### src/logic/dc_diffusion_pkg.sv
// Shared widths, types and FSM encoding for the chroma DC error-diffusion stage
// Imported by every RTL block and by the testbench
`default_nettype none

package dc_diffusion_pkg;

    localparam int COEF_W = 16;
    localparam int DERR_W = 8;
    localparam int POS_W  = 10;
    // Fixed-point shift of the quantizer multiply
    localparam int QFIX   = 17;

    typedef logic signed [COEF_W-1:0] coef_t;
    typedef logic signed [DERR_W-1:0] derr_t;
    typedef logic        [POS_W-1:0]  mb_pos_t;

    typedef struct packed {
        logic [15:0] q;
        logic [15:0] iq;
        logic [31:0] bias;
        logic [31:0] zthresh;
    } quant_params_t;

    // U blocks 0..3 in c[0..3], V blocks 0..3 in c[4..7]
    typedef struct packed {
        coef_t [7:0] c;
    } mb_coefs_t;

    // Top carries blocks 2/3 of the MB above and left carries blocks 1/3 of the left MB
    typedef struct packed {
        derr_t u_a;
        derr_t u_b;
        derr_t v_a;
        derr_t v_b;
    } nbr_err_t;

    typedef struct packed {
        derr_t u1;
        derr_t u2;
        derr_t u3;
        derr_t v1;
        derr_t v2;
        derr_t v3;
    } mb_err_t;

    typedef enum logic [3:0] {
        IDLE, EN, WAIT, BOTH, TOP, LEFT, NONE,
        STEP1, STEP2, STEP3, STEP4, STEP5, STEP6, STEP7, STEP8, STEP9
    } corr_state_e;

endpackage

`default_nettype wire
### src/logic/dc_diffusion_top.sv
// Chroma DC error-diffusion stage, one macroblock in flight at a time
// Sets the frame size in macroblocks for the sequencer and the error store
`timescale 1ns/1ps
`default_nettype none

module dc_diffusion_top #(
    parameter int MB_COLS = 4,
    parameter int MB_ROWS = 3
) (
    input  wire logic                            clk,
    input  wire logic                            rst_n,
    input  wire logic                            mb_valid_i,
    input  wire dc_diffusion_pkg::mb_coefs_t     mb_coefs_i,
    input  wire dc_diffusion_pkg::quant_params_t qp_i,
    output logic                                 busy_o,
    output logic                                 out_valid_o,
    output dc_diffusion_pkg::mb_coefs_t          levels_o,
    output dc_diffusion_pkg::mb_pos_t            mb_x_o,
    output dc_diffusion_pkg::mb_pos_t            mb_y_o
);
    import dc_diffusion_pkg::*;

    logic      start;
    logic      done;
    logic      top_rd_en;
    mb_pos_t   x;
    mb_pos_t   y;
    mb_coefs_t coefs;
    mb_coefs_t levels;
    mb_err_t   mb_err;
    nbr_err_t  top_err;
    nbr_err_t  left_err;

    mb_dc_sequencer #(
        .MB_COLS (MB_COLS),
        .MB_ROWS (MB_ROWS)
    ) u_seq (
        .clk         (clk),
        .rst_n       (rst_n),
        .mb_valid_i  (mb_valid_i),
        .mb_coefs_i  (mb_coefs_i),
        .busy_o      (busy_o),
        .start_o     (start),
        .x_o         (x),
        .y_o         (y),
        .coefs_o     (coefs),
        .done_i      (done),
        .levels_i    (levels),
        .out_valid_o (out_valid_o),
        .levels_o    (levels_o),
        .pos_x_o     (mb_x_o),
        .pos_y_o     (mb_y_o)
    );

    dc_error_corrector u_corr (
        .clk         (clk),
        .rst_n       (rst_n),
        .start_i     (start),
        .x_i         (x),
        .y_i         (y),
        .coefs_i     (coefs),
        .qp_i        (qp_i),
        .top_err_i   (top_err),
        .left_err_i  (left_err),
        .top_rd_en_o (top_rd_en),
        .levels_o    (levels),
        .mb_err_o    (mb_err),
        .done_o      (done)
    );

    // Errors are written back when the corrector finishes
    dc_error_store #(
        .MB_COLS (MB_COLS)
    ) u_store (
        .clk        (clk),
        .rst_n      (rst_n),
        .rd_en_i    (top_rd_en),
        .x_i        (x),
        .wr_en_i    (done),
        .mb_err_i   (mb_err),
        .top_err_o  (top_err),
        .left_err_o (left_err)
    );

endmodule

`default_nettype wire

### src/logic/mb_dc_sequencer.sv
// Accepts one macroblock at a time, walks the frame position and starts the corrector
// Results leave with out_valid_o one cycle after the corrector's done
`timescale 1ns/1ps
`default_nettype none

module mb_dc_sequencer #(
    parameter int MB_COLS = 4,
    parameter int MB_ROWS = 3
) (
    input  wire logic                        clk,
    input  wire logic                        rst_n,
    input  wire logic                        mb_valid_i,
    input  wire dc_diffusion_pkg::mb_coefs_t mb_coefs_i,
    output logic                             busy_o,
    output logic                             start_o,
    output dc_diffusion_pkg::mb_pos_t        x_o,
    output dc_diffusion_pkg::mb_pos_t        y_o,
    output dc_diffusion_pkg::mb_coefs_t      coefs_o,
    input  wire logic                        done_i,
    input  wire dc_diffusion_pkg::mb_coefs_t levels_i,
    output logic                             out_valid_o,
    output dc_diffusion_pkg::mb_coefs_t      levels_o,
    output dc_diffusion_pkg::mb_pos_t        pos_x_o,
    output dc_diffusion_pkg::mb_pos_t        pos_y_o
);
    import dc_diffusion_pkg::*;

    logic accept;
    logic last_col;
    logic last_row;

    // Pulses during busy are dropped
    assign accept   = mb_valid_i && !busy_o;
    assign last_col = (x_o == mb_pos_t'(MB_COLS - 1));
    assign last_row = (y_o == mb_pos_t'(MB_ROWS - 1));

    always_ff @(posedge clk or negedge rst_n) begin
        if (!rst_n) begin
            busy_o      <= 1'b0;
            start_o     <= 1'b0;
            out_valid_o <= 1'b0;
            x_o         <= '0;
            y_o         <= '0;
            pos_x_o     <= '0;
            pos_y_o     <= '0;
        end else begin
            start_o     <= accept;
            out_valid_o <= done_i;
            if (accept)
                busy_o <= 1'b1;
            else if (out_valid_o)
                busy_o <= 1'b0;
            if (done_i) begin
                pos_x_o <= x_o;
                pos_y_o <= y_o;
                // Raster advance with frame wrap
                if (last_col) begin
                    x_o <= '0;
                    y_o <= last_row ? '0 : y_o + 1'b1;
                end else begin
                    x_o <= x_o + 1'b1;
                end
            end
        end
    end

    always_ff @(posedge clk) begin
        if (accept)
            coefs_o <= mb_coefs_i;
        if (done_i)
            levels_o <= levels_i;
    end

endmodule

`default_nettype wire

### src/logic/dc_error_store.sv
// Keeps the bottom-row errors of the row above, one entry per MB column,
// and the right-column errors of the previous macroblock
`timescale 1ns/1ps
`default_nettype none

module dc_error_store #(
    parameter int MB_COLS = 4
) (
    input  wire logic                       clk,
    input  wire logic                       rst_n,
    input  wire logic                       rd_en_i,
    input  wire dc_diffusion_pkg::mb_pos_t  x_i,
    input  wire logic                       wr_en_i,
    input  wire dc_diffusion_pkg::mb_err_t  mb_err_i,
    output dc_diffusion_pkg::nbr_err_t      top_err_o,
    output dc_diffusion_pkg::nbr_err_t      left_err_o
);
    import dc_diffusion_pkg::*;

    localparam int AW = (MB_COLS > 1) ? $clog2(MB_COLS) : 1;

    nbr_err_t        top_mem [MB_COLS];
    logic [AW-1:0]   addr;

    assign addr = x_i[AW-1:0];

    always_ff @(posedge clk or negedge rst_n) begin
        if (!rst_n) begin
            for (int i = 0; i < MB_COLS; i++) begin
                top_mem[i] <= '0;
            end
            top_err_o  <= '0;
            left_err_o <= '0;
        end else begin
            // Read data held until the next request
            if (rd_en_i)
                top_err_o <= top_mem[addr];
            if (wr_en_i) begin
                top_mem[addr] <= '{u_a: mb_err_i.u2, u_b: mb_err_i.u3,
                                   v_a: mb_err_i.v2, v_b: mb_err_i.v3};
                left_err_o    <= '{u_a: mb_err_i.u1, u_b: mb_err_i.u3,
                                   v_a: mb_err_i.v1, v_b: mb_err_i.v3};
            end
        end
    end

endmodule

`default_nettype wire

### src/logic/dc_error_corrector.sv
// Diffuses neighbour errors into the eight chroma DC values of one macroblock
// Pulse start_i in IDLE; levels and block errors are valid while done_o is high
`timescale 1ns/1ps
`default_nettype none

module dc_error_corrector (
    input  wire logic                            clk,
    input  wire logic                            rst_n,
    input  wire logic                            start_i,
    input  wire dc_diffusion_pkg::mb_pos_t       x_i,
    input  wire dc_diffusion_pkg::mb_pos_t       y_i,
    input  wire dc_diffusion_pkg::mb_coefs_t     coefs_i,
    input  wire dc_diffusion_pkg::quant_params_t qp_i,
    input  wire dc_diffusion_pkg::nbr_err_t      top_err_i,
    input  wire dc_diffusion_pkg::nbr_err_t      left_err_i,
    output logic                                 top_rd_en_o,
    output dc_diffusion_pkg::mb_coefs_t          levels_o,
    output dc_diffusion_pkg::mb_err_t            mb_err_o,
    output logic                                 done_o
);
    import dc_diffusion_pkg::*;

    corr_state_e state;
    corr_state_e state_nxt;

    nbr_err_t nbr_top;
    nbr_err_t nbr_left;
    nbr_err_t top_q;
    nbr_err_t left_q;
    derr_t    top_a  [2];
    derr_t    left_a [2];
    derr_t    top_b  [2];
    derr_t    left_b [2];

    // Index 0 is the U plane and 1 the V plane
    coef_t q_in  [2];
    coef_t q_lvl [2];
    derr_t q_err [2];
    coef_t lvl_q [2][3];
    derr_t err_q [2][3];

    // Value plus (7*top + 8*left) >>> 3
    function automatic coef_t diffuse(coef_t v, derr_t t, derr_t l);
        logic signed [11:0] acc;
        acc = 12'(t) * 12'sd7 + 12'(l) * 12'sd8;
        return v + coef_t'(acc >>> 3);
    endfunction

    // --------------------
    // State machine
    always_comb begin
        state_nxt = state;
        case (state)
            IDLE: begin
                if (start_i) begin
                    if (y_i != '0)
                        state_nxt = EN;
                    else
                        state_nxt = (x_i != '0) ? LEFT : NONE;
                end
            end
            EN:    state_nxt = WAIT;
            WAIT:  state_nxt = (x_i != '0) ? BOTH : TOP;
            BOTH, TOP, LEFT, NONE: state_nxt = STEP1;
            STEP9: state_nxt = IDLE;
            default: state_nxt = corr_state_e'(state + 4'd1);
        endcase
    end

    always_ff @(posedge clk or negedge rst_n) begin
        if (!rst_n) begin
            state       <= IDLE;
            top_rd_en_o <= 1'b0;
            done_o      <= 1'b0;
        end else begin
            state       <= state_nxt;
            top_rd_en_o <= (state == EN);
            done_o      <= (state == STEP9);
        end
    end

    // --------------------
    // Missing neighbours read as zero
    assign nbr_top  = (state == BOTH || state == TOP)  ? top_err_i  : '0;
    assign nbr_left = (state == BOTH || state == LEFT) ? left_err_i : '0;

    always_comb begin
        top_a[0]  = nbr_top.u_a;
        top_a[1]  = nbr_top.v_a;
        left_a[0] = nbr_left.u_a;
        left_a[1] = nbr_left.v_a;
        top_b[0]  = top_q.u_b;
        top_b[1]  = top_q.v_b;
        left_b[0] = left_q.u_b;
        left_b[1] = left_q.v_b;
    end

    // --------------------
    // Blocks issue in order 0, 1, 2, 3
    always_ff @(posedge clk) begin
        if (state == BOTH || state == TOP || state == LEFT || state == NONE) begin
            top_q  <= nbr_top;
            left_q <= nbr_left;
        end
        for (int p = 0; p < 2; p++) begin
            case (state)
                BOTH, TOP, LEFT, NONE: begin
                    q_in[p] <= diffuse(coefs_i.c[p*4], top_a[p], left_a[p]);
                end
                STEP3: begin
                    lvl_q[p][0] <= q_lvl[p];
                    err_q[p][0] <= q_err[p];
                    q_in[p]     <= diffuse(coefs_i.c[p*4+1], top_b[p], q_err[p]);
                end
                STEP4: begin
                    q_in[p] <= diffuse(coefs_i.c[p*4+2], err_q[p][0], left_b[p]);
                end
                STEP6: begin
                    lvl_q[p][1] <= q_lvl[p];
                    err_q[p][1] <= q_err[p];
                end
                STEP7: begin
                    lvl_q[p][2] <= q_lvl[p];
                    err_q[p][2] <= q_err[p];
                    // Block 3 takes its left error from block 2 on the quantizer output
                    q_in[p]     <= diffuse(coefs_i.c[p*4+3], err_q[p][1], q_err[p]);
                end
                default: ;
            endcase
        end
    end

    for (genvar p = 0; p < 2; p++) begin : g_plane
        quantize_single u_quant (
            .clk     (clk),
            .rst_n   (rst_n),
            .value_i (q_in[p]),
            .qp_i    (qp_i),
            .level_o (q_lvl[p]),
            .err_o   (q_err[p])
        );
    end

    // Block 3 comes straight from the quantizers with inputs held since STEP7
    always_comb begin
        for (int p = 0; p < 2; p++) begin
            levels_o.c[p*4]   = lvl_q[p][0];
            levels_o.c[p*4+1] = lvl_q[p][1];
            levels_o.c[p*4+2] = lvl_q[p][2];
            levels_o.c[p*4+3] = q_lvl[p];
        end
    end

    assign mb_err_o.u1 = err_q[0][1];
    assign mb_err_o.u2 = err_q[0][2];
    assign mb_err_o.u3 = q_err[0];
    assign mb_err_o.v1 = err_q[1][1];
    assign mb_err_o.v2 = err_q[1][2];
    assign mb_err_o.v3 = q_err[1];

endmodule

`default_nettype wire

### src/logic/quantize_single.sv
// Two-stage dead-zone quantizer for one DC value
// Accepts a new value every cycle and returns level and halved error two cycles later
`timescale 1ns/1ps
`default_nettype none

module quantize_single (
    input  wire logic                            clk,
    input  wire logic                            rst_n,
    input  wire dc_diffusion_pkg::coef_t         value_i,
    input  wire dc_diffusion_pkg::quant_params_t qp_i,
    output dc_diffusion_pkg::coef_t              level_o,
    output dc_diffusion_pkg::derr_t              err_o
);
    import dc_diffusion_pkg::*;

    logic               sign_q;
    logic               dead_q;
    logic [15:0]        mag_q;
    logic [15:0]        mag_d;
    logic [32:0]        scaled;
    logic [15:0]        lvl_mag;
    logic [33:0]        prod;
    logic signed [33:0] resid;
    logic signed [33:0] resid_s;
    logic signed [33:0] half;
    derr_t              err_d;

    // Stage one
    assign mag_d = value_i[COEF_W-1] ? 16'(-value_i) : 16'(value_i);

    always_ff @(posedge clk or negedge rst_n) begin
        if (!rst_n) begin
            sign_q <= 1'b0;
            dead_q <= 1'b1;
            mag_q  <= '0;
        end else begin
            sign_q <= value_i[COEF_W-1];
            dead_q <= 32'(mag_d) <= qp_i.zthresh;
            mag_q  <= mag_d;
        end
    end

    // Stage two
    assign scaled  = 33'(mag_q) * 33'(qp_i.iq) + 33'(qp_i.bias);
    assign lvl_mag = dead_q ? '0 : 16'(scaled >> QFIX);
    assign prod    = 34'(lvl_mag) * 34'(qp_i.q);
    assign resid   = $signed({18'd0, mag_q}) - $signed(prod);
    assign resid_s = sign_q ? -resid : resid;
    assign half    = resid_s >>> 1;
    assign err_d   = (half > 127) ? 8'sd127 : (half < -128) ? -8'sd128 : derr_t'(half);

    always_ff @(posedge clk or negedge rst_n) begin
        if (!rst_n) begin
            level_o <= '0;
            err_o   <= '0;
        end else begin
            level_o <= sign_q ? -coef_t'(lvl_mag) : coef_t'(lvl_mag);
            err_o   <= err_d;
        end
    end

endmodule

`default_nettype wire

### config.mk
export PLATFORM = sky130hd
export DESIGN_NAME = dc_diffusion_top
export DESIGN_NICKNAME = d
export VERILOG_FILES = /design/src/logic/dc_diffusion_pkg.sv /design/src/logic/dc_diffusion_top.sv /design/src/logic/mb_dc_sequencer.sv /design/src/logic/dc_error_store.sv /design/src/logic/dc_error_corrector.sv /design/src/logic/quantize_single.sv
export SDC_FILE = /design/constraint.sdc
export NUM_CORES = 2
export LEC_CHECK = 0
export ABC_CLOCK_PERIOD_IN_PS = 14350
export BUFFER_PORTS_ARGS = -buffer_cell sky130_fd_sc_hd__buf_2
export CAP_MARGIN = 20
export CORE_AREA = 4 4 491 493
export DETAILED_ROUTE_END_ITERATION = 8
export DIE_AREA = 0 0 495 497
export PLACE_DENSITY = 0.62
export SETUP_SLACK_MARGIN = 0.05
export SLEW_MARGIN = 20
export SYNTH_ARGS = -nofsm -noshare
export SYNTH_HDL_FRONTEND = slang
export SYNTH_HIERARCHICAL = 1
export SYNTH_SLANG_ARGS = --single-unit
### constraint.sdc
create_clock -name clk -period 14.35 [get_ports clk]
set_input_delay 2.1525 -clock clk [delete_from_list [all_inputs] [get_ports clk]]
set_output_delay 2.1525 -clock clk [all_outputs]
set_load 0.02 [all_outputs]
; Yosys cells after proc, flatten, opt, wreduce, memory -nomap -nowiden
; Memory sizes are Yosys's and may differ from the RTL's. A register that Yosys moved wholly into a read port is not among the register bits.
; Cells that the tools add are included.
[op_classes]
bitwise_logic = 7
reduce_logical = 13
n_lt_le_gt_ge = 8
muxes = 45
multipliers = 12
n_addsub = 29
n_eq_ne = 14
n_shift = 0
n_div = 0
[op_table]
columns = op, count
row1 = $mux 16, 12
row2 = $mux 32, 5
row3 = $add 16x9->16, 8
row4 = $bwmux 128, 1
row5 = $mul 16x16->32, 4
row6 = $add 12x11->12, 8
row7 = $mul 8x4->12 const B, 8
row8 = $mux 34, 2
row9 = $neg 33->34, 2
row10 = $add 32x32->33, 2
row11 = $gt 33x8->1 const B, 2
row12 = $lt 33x8->1 const B, 2
row13 = $sub 16x32->33, 2
row14 = $bmux 32 s2, 1
row15 = $demux 32 s2, 1
row16 = $le 16x32->1, 2
row17 = $neg 16->16, 4
row18 = $mux 8, 4
row19 = $add 10x1->10 const B, 2
row20 = $eq 10x2->1 const B, 2
row21 = $eq 4x4->1 const B, 5
row22 = $mux 10, 2
row23 = $pmux 4 s5, 1
row24 = $reduce_bool 10->1, 2
row25 = 20 further kinds, 44
[word_totals]
input_bits = 227
out_inout_bits = 150
word_cells = 189
rom_bits = 0
mem_bits_rw = 176
regBits = 517
memories = 3
latch_bits = 0
[memory_table]
columns = memory, depth, width, read_ports, rd_ports_with_merged_regs, write_ports, line_no
row1 = u_corr.lvl_q, 2, 48, 2, 2, 2, dc_error_corrector.sv:39  ; coef_t lvl_q [2][3];
row2 = u_corr.err_q, 2, 24, 2, 0, 2, dc_error_corrector.sv:40  ; derr_t err_q [2][3];
row3 = u_corr.q_in, 2, 16, 2, 0, 2, dc_error_corrector.sv:36  ; coef_t q_in [2];

; Depth between registers and ports, before layout
[depth]
depth_word = 10
depth_mapped = 57
ltp_nobuf = 52

; Cells and area by module
; The synthesis kept the hierarchy.
[modules_own_cells]
columns = mod, area_per_inst_um2, instances, cells_per_inst
row1 = quantize_single (u_corr.g_plane[1].u_quant), 22688.0, 1, 2667
row2 = quantize_single (u_corr.g_plane[0].u_quant), 22546.6, 1, 2644
row3 = dc_error_corrector, 19735.2, 1, 1907
row4 = mb_dc_sequencer, 9491.6, 1, 395
row5 = dc_error_store, 8064.0, 1, 559

; Worst setup path after synthesis
; Ideal clock, no wire load.
[synth_timing]
path_type = input to register
start = input qp_i[79] (netlist bit)
end = register u_corr.g_plane[0].u_quant.err_o[6]
setup_ps = 66
cell_stages = 47
path_slack_ps = -1349
n_path_buf = 3
required_time_ps = 14284
arrival_ps = 15633
path_cell_list = clkbuf_1 nand2_1 fa_1 fa_1 fa_1 fa_1 fa_1 fa_1 inv_1 ha_1 a21o_1 a21oi_1 nor2b_1 a211o_1 a2111oi_0 o31ai_1 a21oi_1 o2111ai_1 [11 not listed] inv_1 fa_1 inv_1 ha_1 clkbuf_1 o21ai_0 a21oi_1 o21ai_0 a31oi_1 o311ai_1 nor2b_1 nand4_1 or3_4 o41ai_1 xor2_1 or4b_2 o31ai_4 a31o_1
[synth_via]
elab_chain_cells = 10
elab_cells_between_ends = 11
cone_classes = add/sub: 3 / mul: 2 / order compare: 2 / mux: 4
[synth_rtl]
columns = element, line_no
row1 = from (decl), dc_diffusion_top.sv:14  ; input wire dc_diffusion_pkg::quant_params_t qp_i,
row2 = $mul 16x16->32 *, quantize_single.sv:44  ; assign scaled = 33'(mag_q) * 33'(qp_i.iq) + 33'(qp_i.bias);
row3 = $add 32x32->33 *, quantize_single.sv:44
row4 = $mux 16 *, quantize_single.sv:45  ; assign lvl_mag = dead_q ? '0 : 16'(scaled >> QFIX);
row5 = $mul 16x16->32 *, quantize_single.sv:46  ; assign prod = 34'(lvl_mag) * 34'(qp_i.q);
row6 = $sub 16x32->33 *, quantize_single.sv:47  ; assign resid = $signed({18'd0, mag_q}) - $signed(prod);
row7 = $neg 33->34, quantize_single.sv:48  ; assign resid_s = sign_q ? -resid : resid;
row8 = $mux 34 *, quantize_single.sv:48
row9 = $lt 33x8->1, quantize_single.sv:50  ; assign err_d = (half > 127) ? 8'sd127 : (half < -128) ? -8'sd128 : derr_t'(half);
row10 = $mux 8, quantize_single.sv:50
row11 = $mux 8 *, quantize_single.sv:50
row12 = named net u_corr.g_plane[0].u_quant.err_d[6], quantize_single.sv:26  ; derr_t err_d;
row13 = to (signal assigned), quantize_single.sv:58  ; err_o <= err_d;
row14 = to (decl), quantize_single.sv:12  ; output dc_diffusion_pkg::derr_t err_o
; The timed path passes the listed nets; every way through them passes the cells marked *.
; A chain may end at the register's enable or synchronous reset.

; Final worst setup path
[layout_timing]
start = input qp_i[68] (netlist bit)
end = register u_corr.g_plane[1].u_quant.err_o[6]
[layout_via]
elab_chain_cells = 10
elab_cells_between_ends = 11
cone_classes = add/sub: 3 / mul: 2 / order compare: 2 / mux: 4
[layout_rtl]
columns = element, line_no
row1 = $mul 16x16->32 *, quantize_single.sv:44
row2 = $add 32x32->33 *, quantize_single.sv:44
row3 = $mux 16 *, quantize_single.sv:45
row4 = $mul 16x16->32 *, quantize_single.sv:46
row5 = $sub 16x32->33 *, quantize_single.sv:47
row6 = $neg 33->34, quantize_single.sv:48
row7 = $mux 34 *, quantize_single.sv:48
row8 = $lt 33x8->1, quantize_single.sv:50
row9 = $mux 8, quantize_single.sv:50
row10 = $mux 8 *, quantize_single.sv:50
row11 = named net u_corr.g_plane[1].u_quant.err_d[6], quantize_single.sv:26
row12 = to (signal assigned), quantize_single.sv:58
row13 = to (decl), quantize_single.sv:12
; Marks and branches as above.

==> metrics <==
Skew-Pair Late Insertion Delay=~0.75 ns; Routed Antenna Nets=0; antenna violations before repair=27; Slew HR=between 20% and 30%; Core ar.=between 200000 and 250000 um^2; CTS tree=done; I/O Pins=approximately 380; most frequent cell after synthesis=inv_1; clk root buf=clkbuf_16; total wire length=~240 mm; clock slew at reported path FFs=roughly 0.060 ns; H-tree depth=3; Startpoint Class=input port; DP Worst Slack=-1.54 ns; Critical path buffers and inverters=14; final worst slack=-0.264 ns; Reg area=22100 um^2; Most Frequent Cell on Critical Path=fa_1; Via density=between 4 and 5; fin crit share=102%; total die area=approximately 250000 um^2; total CTS buffers=87; HPWL after DPL=about 200 mm; top post-synthesis cells by count=inv_1, fa_1, nand2_1; top cell type by total area after synthesis=fa_1; hold path startpoint=u_corr/lvl_q[1][17]; Initial Util=34.8%; vias in the first global route=roughly 67000; Worst setup startpoint=qp_i[68]; Syn Nets=around 10000; # clock sinks=approximately 790; status=finished, violations left; #FFs+latches synth=789; largest cells by area after synthesis=fa_1, edfxtp_1, ha_1, dfrtp_1, inv_1; slowest stage delay, CP=around 0.6 ns; Rows=between 150 and 200; failing checks=setup timing; fin cells=12500; Buffers on Ports=376; Reg-to-Reg Start=u_corr/g_plane[0].u_quant/mag_q[2]; critical path fanouts, max=7; clock skew=between 0.05 and 0.06 ns; DR iter-0 viols=roughly 3700; CP arrival=roughly 15 ns; largest net degree at the start of global routing=86; sequential area share after synthesis=between 20% and 30%; via count=just over 60000; mux share of post-synthesis cell area=under 10%; routed len/inst=~20 um; Final setup violation count=15; f_max=around 68 MHz; fraction of registers with async set or reset after synthesis=approximately two fifths; critical path endpoint category=flip-flop; post-synthesis simple-gate area fraction=12.9%; Max Cap Viol=0; share of post-route cells with drive strength above 1=a little over a fifth; Critical Path RT=about 15 ns; Post-Place Cells=12200; Final Hold Viols=0; Slew @ Worst Pin=~1.1 ns; DRT Pass-1 Iters=6; Die W=around 500 um; Layout fillers=roughly 23000; Compound-Gate Fraction of Synth Area=8.90%; hold_buf cts=0; Crit Path Class=in -> reg; Area Overhead vs Synth=20.4%; RSZ-0062 raised after global routing=yes; Remaining Overflow, GRT=0; post-synthesis cell type count=130; nets@finish=~11000; multi-input combinational cell area=approximately 55000 um^2; overall routing resource usage=19.8%; adder-cell share of the synthesized area=35.1%; post-route minimum period=between 10 and 15 ns; Clock Path Buffers=3; first-pass GRT wire length=383 mm; Syn Area/Cell=10.1 um^2; Slew Viols, Final=0; cell family with most CP delay=adder cells; largest family of logic cells by synthesized area=adder cells; Cell Area, Synth=between 80000 and 90000 um^2; top-area cell type share of the netlist area=a little under a quarter; critical path's slowest cell=o41a_1; YS warnings=6; routability cong.=about 0.91; main flop type after synthesis=edfxtp_1; die height=a little under 500 um; Hold Crit Class=reg -> reg; DR DRC count=0; EDFF count, synth=between 400 and 500; Synth Area in XOR/XNOR=~4.4%; Post-Syn Instances=8172
registers in the layout, indices dropped and copies added (netlist names), 2 cells and up:
register / flops
u_seq/coefs_o: 128
u_seq/levels_o: 128
u_store/top_mem: 128
u_corr/lvl_q: 96
u_corr/err_q: 48
u_corr/g_plane.u_quant/level_o: 32
u_corr/g_plane.u_quant/mag_q: 32
u_corr/q_in: 32
u_store/left_err_o: 32
u_store/top_err_o: 32
u_corr/g_plane.u_quant/err_o: 16
u_corr/left_b: 16
u_corr/top_b: 16
u_seq/pos_x_o: 10
u_seq/pos_y_o: 10
u_seq/x_o: 10
u_seq/y_o: 10
u_corr/state: 4
u_corr/g_plane.u_quant/dead_q: 2
u_corr/g_plane.u_quant/sign_q: 2
cells by family (layout without fill, tap and decap cells):
logic type / count (synthesis) / in the layout
xor gates and xnor gates: 394 / 394
buffers and inverters: 1853 / 2959
DFF: 789 / 789
muxes: 236 / 236
and+or+nand+nor: 2105 / 2108
AOI/OAI and AO/OA: 1072 / 1072
adders and majority gates: 1723 / 1723
other: 0 / 5
final cells by class:
type / count / share of cell area, %
flip-flops and latches: 789 / 22.2
clock inverters: 45 / 0.598
inverters: 1543 / 5.83
well taps: 3167 / 3.99
diodes: 5 / 0.0126
multi-input cells: 5533 / 55.6
clock buffers: 116 / 2.47
repair buffers: 1255 / 9.34
placed cells by master, fill, tap and decap left out, types with 176 or more instances in the layout:
cell type,count
inv_1,1502
fa_1,960
buf_4,797
nand2_1,752
ha_1,692
and2_1,519
edfxtp_1,464
buf_2,360
dfrtp_1,318
xnor2_1,259
nor2_1,237
a21oi_1,209
mux2_2,176
through the flow:
step	setup TNS (ns)	area, um^2	util, %	hold WS [ns]
final	-3.26	99400	41.9	0.411
after global routing	-8.66	99400	41.9	0.419
after CTS	-1.32	98300	41.5	0.416
after detailed placement	-22.66	93700	39.5	0.405
after global placement	-20.23	93700	39.5	0.402
after floorplan	-2.81	83400	-	0.370
routing by layer:
| layer | share of wire (%) | up-vias | global-route usage, % |
|---|---|---|---|
| met3 | 6.8 | 369 | 3.75 |
| met1 | 43 | 31100 | 26.5 |
| li1 | - | 28600 | - |
| met2 | 47 | 1859 | 32.6 |
| met4 | 3.2 | 4 | 5.95 |
| met5 | 0.0086 | - | 0 |
repair_timing:
item / CTS / global route
pin swaps: 179 / 123
endpoints found under the setup margin: 16 / 16
gates resized for setup: 229 / 167
gates cloned: 4 / 1
setup buffers: 63 / 39
path summary, 6_finish.rpt:
path                                                      end  slack (ns)  depth (start not counted)
setup / recovery           u_corr/g_plane[1].u_quant/err_o[6]       -0.26                         53
hold / removal                             u_seq/levels_o[81]        0.41                          0
setup reg to reg           u_corr/g_plane[0].u_quant/err_o[6]        0.49                         50
hold reg to reg                            u_seq/levels_o[81]        0.41                          0
max in group asynchronous    u_corr/g_plane[1].u_quant/sign_q       10.57                          3
min in group asynchronous                    u_seq/pos_y_o[5]        1.45                          1
Power is left out: the tool's default activity adds up to more than one toggle a clock period on the data nets, which glitch-free logic cannot reach.
